<file path="src/bsc_defs.svh">
`ifndef BSC_DEFS_SVH
`define BSC_DEFS_SVH

`define BSC_ADDR_W        32
`define BSC_EXT_ADDR_W    27
`define BSC_DATA_W        32
`define BSC_BE_W          4
`define BSC_REG_W         16
`define BSC_CNT_W         8
`define BSC_PRESCALE_BITS 12
`define BSC_AREA_HI       26
`define BSC_AREA_LO       25

`define BSC_KEY      16'hA55A      // Upper data half of a register write
`define BSC_REG_BASE 32'hFFFFFFE0

`define BSC_OFS_BCR1  5'h00
`define BSC_OFS_BCR2  5'h04
`define BSC_OFS_WCR   5'h08
`define BSC_OFS_MCR   5'h0C
`define BSC_OFS_RTCSR 5'h10
`define BSC_OFS_RTCNT 5'h14
`define BSC_OFS_RTCOR 5'h18

`define BSC_BCR1_INIT   16'h03F0
`define BSC_BCR1_WMASK  16'h03F0
`define BSC_BCR1_RMASK  16'h03F0
`define BSC_BCR2_INIT   16'h00FC   // All areas long
`define BSC_BCR2_WMASK  16'h00FC
`define BSC_BCR2_RMASK  16'h00FC
`define BSC_WCR_INIT    16'hAAFF
`define BSC_WCR_WMASK   16'hFFFF
`define BSC_WCR_RMASK   16'hFFFF
`define BSC_MCR_INIT    16'h0000
`define BSC_MCR_WMASK   16'h0004   // Only RFSH is kept
`define BSC_MCR_RMASK   16'h0004
`define BSC_RTCSR_INIT  16'h0000
`define BSC_RTCSR_WMASK 16'h0038
`define BSC_RTCSR_RMASK 16'h0038
`define BSC_RTCNT_INIT  16'h0000
`define BSC_RTCNT_WMASK 16'h00FF
`define BSC_RTCNT_RMASK 16'h00FF
`define BSC_RTCOR_INIT  16'h0000
`define BSC_RTCOR_WMASK 16'h00FF
`define BSC_RTCOR_RMASK 16'h00FF

`define BSC_A0LW_LO  4
`define BSC_A1LW_LO  6
`define BSC_AHLW_LO  8             // Shared by areas 2 and 3
`define BSC_A1SZ_LO  2
`define BSC_A2SZ_LO  4
`define BSC_A3SZ_LO  6
`define BSC_W0_LO    0
`define BSC_W1_LO    2
`define BSC_W2_LO    4
`define BSC_W3_LO    6
`define BSC_RFSH_BIT 2
`define BSC_CKS_LO   3

`endif

</file>
<file path="src/bscBusPkg.sv">
`include "bsc_defs.svh"

package bscBusPkg;

	typedef logic [`BSC_ADDR_W-1:0]     addrT;
	typedef logic [`BSC_EXT_ADDR_W-1:0] extAddrT;   // External A pins
	typedef logic [`BSC_DATA_W-1:0]     dataT;
	typedef logic [`BSC_BE_W-1:0]       byteEnT;    // Bit 3 is bits 31:24

	typedef logic [1:0] areaT;
	typedef logic [1:0] portSizeT;                  // 01 byte, 10 word, 11 long
	typedef logic [1:0] chunkT;                     // Port-wide piece of a host word

endpackage

</file>
<file path="src/bscRegPkg.sv">
`include "bsc_defs.svh"

package bscRegPkg;

	typedef logic [`BSC_REG_W-1:0] regHalfT;
	typedef logic [`BSC_CNT_W-1:0] cntT;            // RTCNT and RTCOR

	typedef logic [1:0] waitSelT;                   // One W field of WCR
	typedef logic [2:0] cksT;
	typedef logic [2:0] waitCntT;                   // Up to 6 waits

	typedef logic [`BSC_PRESCALE_BITS-1:0] prescaleT;

endpackage

</file>
<file path="src/bscHostPort.sv">
`timescale 1ns/1ns
`include "bsc_defs.svh"

module bscHostPort (
	input  logic              CLK,
	input  logic              RST_N,
	input  logic              req,
	input  bscBusPkg::addrT   addr,
	input  bscBusPkg::dataT   wdata,
	input  bscBusPkg::byteEnT byteEn,
	input  logic              we,
	input  logic              busDone,
	input  bscBusPkg::dataT   regRdata,
	input  bscBusPkg::dataT   busRdata,
	output logic              ack,
	output bscBusPkg::dataT   rdata,
	output logic              regStrobe,
	output logic              busGo,
	output bscBusPkg::addrT   reqAddr,
	output bscBusPkg::dataT   reqWdata,
	output bscBusPkg::byteEnT reqByteEn,
	output logic              reqWe
);

	typedef enum logic [1:0] {hIdle, hBusy, hHold} hostStateT;

	hostStateT state;
	logic      regPath;
	logic      isReg;
	logic      capture;

	assign isReg   = (addr >= `BSC_REG_BASE);
	assign capture = (state == hIdle) && req && !ack;
	assign rdata   = regPath ? regRdata : busRdata;

	always_ff @(posedge CLK or negedge RST_N) begin
		if (!RST_N) begin
			state     <= hIdle;
			ack       <= 1'b0;
			regStrobe <= 1'b0;
			busGo     <= 1'b0;
			regPath   <= 1'b0;
		end else begin
			regStrobe <= 1'b0;
			case (state)
				hIdle: begin
					if (capture) begin
						regPath   <= isReg;
						regStrobe <= isReg;
						busGo     <= !isReg;
						state     <= hBusy;
					end
				end
				hBusy: begin
					if (regPath || busDone) begin    // Register data ready one clock after strobe
						busGo <= 1'b0;
						ack   <= 1'b1;
						state <= hHold;
					end
				end
				hHold: begin
					if (!req) begin
						ack   <= 1'b0;
						state <= hIdle;
					end
				end
				default: state <= hIdle;
			endcase
		end
	end

	always_ff @(posedge CLK) begin
		if (capture) begin
			reqAddr   <= addr;
			reqWdata  <= wdata;
			reqByteEn <= byteEn;
			reqWe     <= we;
		end
	end

endmodule

</file>
<file path="src/bscRegFile.sv">
`timescale 1ns/1ns
`include "bsc_defs.svh"

module bscRegFile (
	input  logic               CLK,
	input  logic               RST_N,
	input  logic               regStrobe,
	input  bscBusPkg::addrT    reqAddr,
	input  bscBusPkg::dataT    reqWdata,
	input  logic               reqWe,
	input  logic               rfshAck,
	output bscBusPkg::dataT    regRdata,
	output bscRegPkg::regHalfT bcr1,
	output bscRegPkg::regHalfT bcr2,
	output bscRegPkg::regHalfT wcr,
	output logic               rfshReq
);
	import bscRegPkg::*;

	regHalfT  mcr;
	regHalfT  rtcsr;
	cntT      rtcnt;
	cntT      rtcor;
	regHalfT  wrVal;
	regHalfT  rdVal;
	prescaleT prescale;
	prescaleT tickMask;
	cksT      cks;
	logic     tick;
	logic     wrEn;

	assign wrVal = reqWdata[15:0];
	assign wrEn  = regStrobe && reqWe && (reqWdata[31:16] == `BSC_KEY);
	assign cks   = rtcsr[`BSC_CKS_LO +: 3];

	// Divide by 4, 16, 64, 256, 1024, 2048, 4096
	always_comb begin
		case (cks)
			3'd1: tickMask = prescaleT'(12'h003);
			3'd2: tickMask = prescaleT'(12'h00F);
			3'd3: tickMask = prescaleT'(12'h03F);
			3'd4: tickMask = prescaleT'(12'h0FF);
			3'd5: tickMask = prescaleT'(12'h3FF);
			3'd6: tickMask = prescaleT'(12'h7FF);
			3'd7: tickMask = prescaleT'(12'hFFF);
			default: tickMask = '0;
		endcase
	end

	assign tick = (cks != '0) && ((prescale & tickMask) == tickMask);

	always_ff @(posedge CLK or negedge RST_N) begin
		if (!RST_N) begin
			bcr1     <= `BSC_BCR1_INIT;
			bcr2     <= `BSC_BCR2_INIT;
			wcr      <= `BSC_WCR_INIT;
			mcr      <= `BSC_MCR_INIT;
			rtcsr    <= `BSC_RTCSR_INIT;
			rtcnt    <= cntT'(`BSC_RTCNT_INIT);
			rtcor    <= cntT'(`BSC_RTCOR_INIT);
			prescale <= '0;
			rfshReq  <= 1'b0;
		end else begin
			prescale <= prescale + 1'b1;
			if (rfshAck)
				rfshReq <= 1'b0;
			if (tick) begin
				if (rtcnt == rtcor) begin
					rtcnt <= '0;
					if (mcr[`BSC_RFSH_BIT])
						rfshReq <= 1'b1;   // New request beats a same-clock ack
				end else begin
					rtcnt <= rtcnt + 1'b1;
				end
			end
			if (wrEn) begin
				case (reqAddr[4:0])
					`BSC_OFS_BCR1:  bcr1  <= wrVal & `BSC_BCR1_WMASK;
					`BSC_OFS_BCR2:  bcr2  <= wrVal & `BSC_BCR2_WMASK;
					`BSC_OFS_WCR:   wcr   <= wrVal & `BSC_WCR_WMASK;
					`BSC_OFS_MCR:   mcr   <= wrVal & `BSC_MCR_WMASK;
					`BSC_OFS_RTCSR: rtcsr <= wrVal & `BSC_RTCSR_WMASK;
					`BSC_OFS_RTCNT: rtcnt <= cntT'(wrVal & `BSC_RTCNT_WMASK);
					`BSC_OFS_RTCOR: rtcor <= cntT'(wrVal & `BSC_RTCOR_WMASK);
					default: ;
				endcase
			end
		end
	end

	always_comb begin
		case (reqAddr[4:0])
			`BSC_OFS_BCR1:  rdVal = bcr1 & `BSC_BCR1_RMASK;
			`BSC_OFS_BCR2:  rdVal = bcr2 & `BSC_BCR2_RMASK;
			`BSC_OFS_WCR:   rdVal = wcr & `BSC_WCR_RMASK;
			`BSC_OFS_MCR:   rdVal = mcr & `BSC_MCR_RMASK;
			`BSC_OFS_RTCSR: rdVal = rtcsr & `BSC_RTCSR_RMASK;
			`BSC_OFS_RTCNT: rdVal = {8'h00, rtcnt} & `BSC_RTCNT_RMASK;
			`BSC_OFS_RTCOR: rdVal = {8'h00, rtcor} & `BSC_RTCOR_RMASK;
			default: rdVal = '0;
		endcase
	end

	always_ff @(posedge CLK) begin
		if (regStrobe)
			regRdata <= {16'h0000, rdVal};
	end

endmodule

</file>
<file path="src/bscCycleCtl.sv">
`timescale 1ns/1ns
`include "bsc_defs.svh"

module bscCycleCtl (
	input  logic               CLK,
	input  logic               RST_N,
	input  logic               busGo,
	input  bscBusPkg::addrT    reqAddr,
	input  logic               reqWe,
	input  bscRegPkg::regHalfT bcr1,
	input  bscRegPkg::regHalfT wcr,
	input  logic               rfshReq,
	input  logic               chunkLast,
	input  logic               WAIT_N,
	output logic               busDone,
	output logic               rfshAck,
	output logic               chunkStart,
	output logic               chunkNext,
	output logic               BS_N,
	output logic               CS0_N,
	output logic               CS1_N,
	output logic               CS2_N,
	output logic               CS3_N,
	output logic               RD_N,
	output logic               RD_WR_N,
	output logic               RFS
);
	import bscBusPkg::*;
	import bscRegPkg::*;

	typedef enum logic [2:0] {sIdle, sT1, sTw, sT2, sRfshWait, sRfshEnd} cycStateT;

	cycStateT state;
	cycStateT nextState;
	areaT     area;
	waitSelT  wSel;
	waitSelT  lwSel;
	waitCntT  waitLoad;
	waitCntT  waitCnt;
	logic     busCyc;
	logic     rfsCyc;

	assign area = reqAddr[`BSC_AREA_HI:`BSC_AREA_LO];

	always_comb begin
		case (area)
			2'd0: wSel = wcr[`BSC_W0_LO +: 2];
			2'd1: wSel = wcr[`BSC_W1_LO +: 2];
			2'd2: wSel = wcr[`BSC_W2_LO +: 2];
			default: wSel = wcr[`BSC_W3_LO +: 2];
		endcase
		case (area)
			2'd0: lwSel = bcr1[`BSC_A0LW_LO +: 2];
			2'd1: lwSel = bcr1[`BSC_A1LW_LO +: 2];
			default: lwSel = bcr1[`BSC_AHLW_LO +: 2];
		endcase
		if (wSel == 2'd3)
			waitLoad = waitCntT'(lwSel) + waitCntT'(3);   // Long wait gives 3 to 6
		else
			waitLoad = waitCntT'(wSel);
	end

	always_comb begin
		nextState = state;
		case (state)
			sIdle: begin
				if (rfshReq)
					nextState = sRfshWait;
				else if (busGo)
					nextState = sT1;
			end
			sT1: nextState = (waitLoad == '0) ? sT2 : sTw;
			sTw: begin
				if (WAIT_N && waitCnt == waitCntT'(1))
					nextState = sT2;
			end
			sT2: nextState = chunkLast ? sIdle : sT1;   // Next chunk goes straight to T1
			sRfshWait: begin
				if (waitCnt == '0)
					nextState = sRfshEnd;
			end
			sRfshEnd: nextState = sIdle;
			default: nextState = sIdle;
		endcase
	end

	assign chunkStart = (state == sIdle) && !rfshReq && busGo;
	assign chunkNext  = (state == sT2);
	assign busDone    = chunkNext && chunkLast;
	assign rfshAck    = (state == sRfshEnd);

	assign busCyc = (nextState == sT1) || (nextState == sTw) || (nextState == sT2);
	assign rfsCyc = (nextState == sRfshWait) || (nextState == sRfshEnd);

	always_ff @(posedge CLK or negedge RST_N) begin
		if (!RST_N) begin
			state   <= sIdle;
			waitCnt <= '0;
			BS_N    <= 1'b1;
			CS0_N   <= 1'b1;
			CS1_N   <= 1'b1;
			CS2_N   <= 1'b1;
			CS3_N   <= 1'b1;
			RD_N    <= 1'b1;
			RD_WR_N <= 1'b1;
			RFS     <= 1'b0;
		end else begin
			state <= nextState;
			case (state)
				sIdle: waitCnt <= waitCntT'(1);   // Two refresh-wait clocks
				sT1:   waitCnt <= waitLoad;
				sTw: begin
					if (WAIT_N && waitCnt != waitCntT'(1))
						waitCnt <= waitCnt - 1'b1;   // WAIT_N low holds the count
				end
				sRfshWait: begin
					if (waitCnt != '0)
						waitCnt <= waitCnt - 1'b1;
				end
				default: ;
			endcase
			BS_N    <= (nextState != sT1);
			CS0_N   <= !(busCyc && area == 2'd0);
			CS1_N   <= !(busCyc && area == 2'd1);
			CS2_N   <= !(busCyc && area == 2'd2);
			CS3_N   <= !((busCyc && area == 2'd3) || rfsCyc);
			RD_N    <= !(busCyc && !reqWe);
			RD_WR_N <= !(busCyc && reqWe);
			RFS     <= rfsCyc;
		end
	end

endmodule

</file>
<file path="src/bscLaneSteer.sv">
`timescale 1ns/1ns
`include "bsc_defs.svh"

module bscLaneSteer (
	input  logic               CLK,
	input  logic               RST_N,
	input  bscBusPkg::addrT    reqAddr,
	input  bscBusPkg::dataT    reqWdata,
	input  bscBusPkg::byteEnT  reqByteEn,
	input  logic               reqWe,
	input  bscRegPkg::regHalfT bcr2,
	input  logic               chunkStart,
	input  logic               chunkNext,
	input  bscBusPkg::dataT    DI,
	output bscBusPkg::extAddrT A,
	output bscBusPkg::dataT    DO,
	output bscBusPkg::byteEnT  WE_N,
	output logic               chunkLast,
	output bscBusPkg::dataT    busRdata
);
	import bscBusPkg::*;

	function automatic byteEnT chunkMask(input portSizeT sz, input chunkT idx);
		case (sz)
			2'b01: return byteEnT'(4'b1000 >> idx);
			2'b10: return idx[0] ? 4'b0011 : 4'b1100;
			default: return 4'b1111;
		endcase
	endfunction

	// Valid bit and index of the first enabled chunk at or after from
	function automatic logic [2:0] findChunk(input portSizeT sz, input byteEnT be,
			input logic [2:0] from);
		logic [2:0] hit;
		int lastIdx;
		hit = '0;
		lastIdx = (sz == 2'b01) ? 3 : (sz == 2'b10) ? 1 : 0;
		for (int i = 3; i >= 0; i--) begin
			if (i >= from && i <= lastIdx && |(be & chunkMask(sz, chunkT'(i))))
				hit = {1'b1, 2'(i)};
		end
		return hit;
	endfunction

	function automatic logic [1:0] chunkShift(input portSizeT sz, input chunkT idx);
		case (sz)
			2'b01: return 2'd3 - idx;
			2'b10: return idx[0] ? 2'd0 : 2'd2;
			default: return 2'd0;
		endcase
	endfunction

	function automatic logic [1:0] chunkOfs(input portSizeT sz, input chunkT idx);
		case (sz)
			2'b01: return idx;
			2'b10: return {idx[0], 1'b0};
			default: return 2'b00;
		endcase
	endfunction

	function automatic dataT widthMask(input portSizeT sz);
		case (sz)
			2'b01: return dataT'(32'h0000_00FF);
			2'b10: return dataT'(32'h0000_FFFF);
			default: return '1;
		endcase
	endfunction

	portSizeT   portSize;
	chunkT      cur;
	chunkT      loadIdx;
	logic [2:0] firstHit;
	logic [2:0] nextHit;
	logic [1:0] loadShift;
	logic [1:0] curShift;
	byteEnT     loadLanes;
	byteEnT     curLanes;
	dataT       curBits;
	logic       loadEn;

	always_comb begin
		case (reqAddr[`BSC_AREA_HI:`BSC_AREA_LO])
			2'd1: portSize = bcr2[`BSC_A1SZ_LO +: 2];
			2'd2: portSize = bcr2[`BSC_A2SZ_LO +: 2];
			2'd3: portSize = bcr2[`BSC_A3SZ_LO +: 2];
			default: portSize = 2'b11;   // Area 0 is always long
		endcase
	end

	assign firstHit  = findChunk(portSize, reqByteEn, 3'd0);
	assign nextHit   = findChunk(portSize, reqByteEn, {1'b0, cur} + 3'd1);
	assign chunkLast = !nextHit[2];
	assign loadIdx   = chunkStart ? firstHit[1:0] : nextHit[1:0];
	assign loadEn    = chunkStart || (chunkNext && !chunkLast);
	assign loadShift = chunkShift(portSize, loadIdx);
	assign loadLanes = reqByteEn & chunkMask(portSize, loadIdx);
	assign curShift  = chunkShift(portSize, cur);
	assign curLanes  = reqByteEn & chunkMask(portSize, cur);
	assign curBits   = {{8{curLanes[3]}}, {8{curLanes[2]}}, {8{curLanes[1]}}, {8{curLanes[0]}}};

	always_ff @(posedge CLK or negedge RST_N) begin
		if (!RST_N) begin
			cur  <= '0;
			WE_N <= '1;
		end else if (loadEn) begin
			cur  <= loadIdx;
			WE_N <= ~(({4{reqWe}} & loadLanes) >> loadShift);
		end else if (chunkNext) begin
			WE_N <= '1;
		end
	end

	always_ff @(posedge CLK) begin
		if (loadEn) begin
			A  <= {reqAddr[26:2], chunkOfs(portSize, loadIdx)};
			DO <= (reqWdata >> {loadShift, 3'b000}) & widthMask(portSize);
		end
		if (chunkStart)
			busRdata <= '0;   // Disabled lanes read zero
		else if (chunkNext)
			busRdata <= busRdata | (((DI & widthMask(portSize)) << {curShift, 3'b000}) & curBits);
	end

endmodule

</file>
<file path="src/bscTop.sv">
`timescale 1ns/1ns

module bscTop (
	input  logic               CLK,
	input  logic               RST_N,
	input  logic               req,
	input  bscBusPkg::addrT    addr,
	input  bscBusPkg::dataT    wdata,
	input  bscBusPkg::byteEnT  byteEn,
	input  logic               we,
	output logic               ack,
	output bscBusPkg::dataT    rdata,
	output bscBusPkg::extAddrT A,
	input  bscBusPkg::dataT    DI,
	output bscBusPkg::dataT    DO,
	output logic               BS_N,
	output logic               CS0_N,
	output logic               CS1_N,
	output logic               CS2_N,
	output logic               CS3_N,
	output logic               RD_WR_N,
	output logic               RD_N,
	output bscBusPkg::byteEnT  WE_N,
	input  logic               WAIT_N,
	output logic               RFS
);
	import bscBusPkg::*;
	import bscRegPkg::*;

	logic    regStrobe;
	logic    busGo;
	logic    busDone;
	addrT    reqAddr;
	dataT    reqWdata;
	byteEnT  reqByteEn;
	logic    reqWe;
	dataT    regRdata;
	dataT    busRdata;
	regHalfT bcr1;
	regHalfT bcr2;
	regHalfT wcr;
	logic    rfshReq;
	logic    rfshAck;
	logic    chunkStart;
	logic    chunkNext;
	logic    chunkLast;

	bscHostPort i_hostPort (.*);

	bscRegFile i_regFile (.*);

	bscCycleCtl i_cycleCtl (.*);

	bscLaneSteer i_laneSteer (.*);   // Address, data lanes and read assembly

endmodule

</file>
<file path="config.mk">
export PLATFORM = sky130hd
export DESIGN_NAME = bscTop
export DESIGN_NICKNAME = d
export VERILOG_FILES = /design/src/bscBusPkg.sv /design/src/bscRegPkg.sv /design/src/bscHostPort.sv /design/src/bscRegFile.sv /design/src/bscCycleCtl.sv /design/src/bscLaneSteer.sv /design/src/bscTop.sv
export VERILOG_INCLUDE_DIRS = /design/src
export SDC_FILE = /design/constraint.sdc
export NUM_CORES = 1
export LEC_CHECK = 0
export BUFFER_PORTS_ARGS = -buffer_cell sky130_fd_sc_hd__buf_4
export CELL_PAD_IN_SITES_DETAIL_PLACEMENT = 1
export CELL_PAD_IN_SITES_GLOBAL_PLACEMENT = 1
export CORE_UTILIZATION = 40
export DETAILED_ROUTE_END_ITERATION = 7
export GPL_ROUTABILITY_DRIVEN = 0
export GPL_TIMING_DRIVEN = 0
export PLACE_DENSITY_LB_ADDON = 0.15
export SYNTH_ARGS = -nofsm -noshare
export SYNTH_HDL_FRONTEND = slang
export SYNTH_SLANG_ARGS = --single-unit
</file>
<file path="constraint.sdc">
create_clock -name CLK -period 3.5 [get_ports CLK]
set_input_delay 0.35 -clock CLK [delete_from_list [all_inputs] [get_ports CLK]]
set_output_delay 0.35 -clock CLK [all_outputs]
set_load 0.05 [all_outputs]
</file>
==> impl.org <==
** Die
- Die Outline Area :: 28800 µm²
- ~210 I/O pins were placed.
- Number of placement rows :: 61
- Height of the die :: 170 µm
- The initial utilization of the core area, before any placement, comes to 40.6%.
- The core region is 27800 µm².
- Chip width :: 170 µm

** Global routing
- Antenna violations before repair :: 1
- The via count of the first global-routing pass came to 8878.
- The total overflow left after global routing is 0.
- Pin count of the biggest net entering global routing :: 88
- Gr usage total :: a little under a quarter
- The first global-routing pass estimated 51.3 mm of wire.

** Timing
- Count of endpoints failing setup in the final report :: 0
- Post-route minimum period :: 3410 ps
- Relative slew slack :: 22.3%
- Setup clock skew after layout :: 17.1 ps
- The final critical path takes up 97.5% of the cycle.
- Final hold violation count :: 3
- Pin slew with the least headroom to its limit :: 1170 ps
- Static timing analysis puts the maximum clock frequency at 0.293 GHz.
- Final worst slack :: 88.9 ps
- Across all hold checks on the routed design, the worst slack comes to -3.67 ps.
- Final Max Slew Viols :: 0

** Final layout
- Area of the multi-input gates :: 4150 µm²
- FILL cells :: 2924
- At the end of the flow, the number of nets in the layout was 1346.
- Growth of design area from synthesis to finish :: 35.6%
- The finished layout holds approximately 1600 standard cells, fillers aside.
- In the final layout, the share of cells above drive strength 1 is 31.6%.
- Area of all sequential standard cells :: between 7000 and 8000 µm²

** Clock network
- CTS saw 258 sinks.
- TritonCTS clock tree :: yes
- Count of H-tree levels built during CTS :: 1
- Maximum root-to-sink buffer count :: 3
- CTS placed an instance of sky130_fd_sc_hd__clkbuf_16 at the clock tree root.
- Later-pin clock latency in the skew report :: 570 ps
- Num CTS Buffers :: 29
- Clock-pin slew was measured on the worst setup and hold paths at 60 ps.

** Power
- Power density over the cells :: 644 nW/µm²
- For this design the static power due to leakage is 6.30 nW.
- Largest voltage drop on the vdd net :: approximately 0.00048 V

** Detailed routing
- Wires add up to approximately 34 mm.
- Number of antenna-violating nets in the routed design :: 0
- Routed wire per std cell :: approximately 21 µm
- Via total after detailed routing :: ~8400
- In the routed layout, each cell is associated on average with a via count of 5.14.
- Final routed DRC violation total :: 0
- Initial DRC count :: about 330
- DR pass1 iterations :: 4

** Worst setup path
- Along the worst path, the maximum fanout reaches 8.
- The worst register-to-register path has a setup slack of 90 ps.
- Startpoint of the most critical register-to-register path :: i_hostPort.reqAddr[26]
- Slowest stage cell on the critical path :: sky130_fd_sc_hd__edfxtp_1
- In this design, the stage delay of the slowest critical-path cell is approximately 500 ps.
- Worst path most repeated cell :: sky130_fd_sc_hd__buf_4
- Data required time of the critical path :: 3800 ps
- CP cell instances :: nand2b_4, o21ai_4, buf_4, ha_4, o21a_4, o31ai_4, a2111oi_1, or3_1, buf_4, o21ba_4, buf_12, mux2i_2, mux2i_1
- STA classifies the critical path startpoint as a flip-flop.
- The number of cells on the worst reg-to-reg path is 13.
- The worst setup path is captured at a flip-flop.
- The critical path in this run is classified as flip-flop to flip-flop.
- The worst register-to-register path ends at i_laneSteer.DO[7].
- Critical Path AT :: 3710 ps

** Synthesis
- Synthesis produced a netlist with a net count of just over 1000.
- Syn Area/Cell :: around 12 µm²
- The synthesized design devotes to its leading area cell type between 30% and 40% of total area.
- Number of flops mapped to enable cells by yosys :: about 140
- Commonest cells post-synth :: sky130_fd_sc_hd__edfxtp_1, sky130_fd_sc_hd__nor2_1, sky130_fd_sc_hd__nand2_1
- Flip-flop cell with the highest count after synthesis :: sky130_fd_sc_hd__edfxtp_1
- After synthesis the netlist holds a flip-flop and latch count of 258.
- After synthesis, the share of flip-flops with an asynchronous set or reset is 33.7%.
- Ranked by total cell area, the synthesized netlist is headed by sky130_fd_sc_hd__edfxtp_1, sky130_fd_sc_hd__dfrtp_1, sky130_fd_sc_hd__dfstp_2, sky130_fd_sc_hd__dfxtp_1, sky130_fd_sc_hd__mux2_2.
- Sequential element share of the synthesized area :: a little over three fifths
- In this run, distinct cell masters in the synthesized netlist total 74.
- The synthesized design spends more area on one cell type than any other, namely sky130_fd_sc_hd__edfxtp_1.
- Netlist area before placement :: 11300 µm²
- Most frequently used cell type in the post-synthesis netlist :: sky130_fd_sc_hd__edfxtp_1
- Synthesized netlist cell count :: ~920
- Yosys synthesis warning count :: 0

** Placed design
- Once placement completed, the tool counted placed cells totaling 1503.
- After legalization and detailed placement, the total HPWL measured 23.0 mm.
- Prior to clock tree synthesis, the placed netlist has a worst setup slack of -1200 ps.
- Input and output buffers added on the ports amount to 208.

** Run
- Total of max-cap violations :: 0

** Worst hold path
- Worst hold-check path type :: primary input to asynchronous set/reset pin

** Outcome
- Run status :: finished with violations
- The final reports fail on hold timing.
[metal layers]
layer / share of wire, % / track usage [%] / up-vias / routed length (µm)
met1: 42 / 29.4 / 4138 / 14600
li1: - / - / 3967 / -
met4: 2.5 / 6.85 / 0 / 864
met5: 0 / 0 / - / 0
met2: 50 / 40.4 / 238 / 17200
met3: 5.3 / 4.28 / 52 / 1830
[cells in the final DEF (no fill, tap or decap), types with 6 or more instances in the layout]
master	n
sky130_fd_sc_hd__buf_4	219
sky130_fd_sc_hd__edfxtp_1	139
sky130_fd_sc_hd__nor2_1	107
sky130_fd_sc_hd__dlygate4sd3_1	64
sky130_fd_sc_hd__nand2_1	58
sky130_fd_sc_hd__dfrtp_1	52
sky130_fd_sc_hd__mux2_2	50
sky130_fd_sc_hd__clkbuf_1	37
sky130_fd_sc_hd__o21ai_0	37
sky130_fd_sc_hd__a21oi_1	37
sky130_fd_sc_hd__dfstp_2	35
sky130_fd_sc_hd__mux2i_1	34
sky130_fd_sc_hd__dfxtp_1	32
sky130_fd_sc_hd__clkbuf_16	30
sky130_fd_sc_hd__nor2b_1	27
sky130_fd_sc_hd__and2_1	25
sky130_fd_sc_hd__inv_1	22
sky130_fd_sc_hd__a22oi_1	18
sky130_fd_sc_hd__nand3_1	16
sky130_fd_sc_hd__nor3_1	12
sky130_fd_sc_hd__xor2_1	11
sky130_fd_sc_hd__xnor2_1	10
sky130_fd_sc_hd__o31a_1	9
sky130_fd_sc_hd__or3_1	9
sky130_fd_sc_hd__nand4_1	8
sky130_fd_sc_hd__nand2b_1	8
sky130_fd_sc_hd__ha_1	7
sky130_fd_sc_hd__mux2i_4	6
sky130_fd_sc_hd__nor4_1	6
sky130_fd_sc_hd__o22ai_1	6
[worst max-delay path by stage]
stage | slack [ps] | startpoint | depth (start not counted) | end
floorplan | 30 | i_hostPort.reqAddr[25] | 14 | i_laneSteer.DO[2]
CTS | 20 | i_hostPort.reqAddr[26] | 12 | i_laneSteer.DO[4]
detailed placement | -1200 | i_hostPort.reqAddr[25] | 12 | i_cycleCtl.CS0_N
finish | 90 | i_hostPort.reqAddr[26] | 13 | i_laneSteer.DO[7]
global placement | -1190 | i_hostPort.reqAddr[25] | 11 | i_cycleCtl.CS0_N
global route | -70 | i_hostPort.reqAddr[26] | 14 | i_laneSteer.DO[7]
[critical path: cells and delay by family, from the launching register on]
family                     cells  cell delay (ps)
buffers and inverters          3              490
AOI/OAI and AO/OA              5             1010
adders and majority gates      1              220
and+or+nand+nor                2              590
DFF                            1              510
muxes                          2              310
[power breakdown]
group	internal (mW)	switching [mW]
clock network	1.86	1.26
registers	3.65	0.162
logic	0.895	2.00
[sequential cells by signal, indices dropped and copies added, names as in the netlist, 12 cells and up]
name,flops
i_regFile.regRdata,16
i_hostPort.reqAddr,27
i_hostPort.reqWdata,32
i_laneSteer.DO,32
i_regFile.prescale,12
i_laneSteer.A,27
i_laneSteer.busRdata,32
i_regFile.wcr,16
[timing repair]
item / in CTS / in global routing
hold buffers: 64 / 0
gates resized for setup: 21 / 32
cloned: 0 / 2
endpoints found under the hold margin: 64 / 0
pin swaps: 2 / 6
setup buffers: 6 / 6
endpoints found under the setup margin: 141 / 42
[logic make-up after synthesis]
kind of cell | Yosys count | synth area share [%]
AOI/OAI and AO/OA | 162 | 9.97
xor gates and xnor gates | 21 | 1.63
adders and majority gates | 10 | 1.11
buffers and inverters | 66 | 2.37
DFF | 258 | 62.4
muxes | 94 | 9.14
and+or+nand+nor | 306 | 13.3
[stage by stage]
step / utilization [%] / hold WS (ps) / total power, mW / cell area (µm²) / setup TNS, ps
finish: 55.0 / -3.67 / 9.83 / 15300 / 0
global route: 55.0 / 62.6 / 10.2 / 15300 / -289
CTS: 54.2 / 21.8 / 9.82 / 15000 / 0
detailed placement: 47.9 / 406 / 6.62 / 13300 / -103380
global placement: 47.9 / 401 / 6.58 / 13300 / -96970
floorplan: - / 54.4 / 5.70 / 11300 / 0
[layout make-up]
| class | instances | share of cell area [%] |
|---|---|---|
| Timing Repair Buffer | 286 | 15.3 |
| Sequential cell | 258 | 46.1 |
| Clock inverter | 12 | 0.983 |
| Antenna cell | 1 | 0.0164 |
| Multi-Input combinational cell | 593 | 27.1 |
| Tap cell | 378 | 3.10 |
| Buffer | 38 | 1.38 |
| Clock buffer | 42 | 5.40 |
| Inverter | 25 | 0.631 |
No activity file was read; power rests on OpenSTA's default activity.
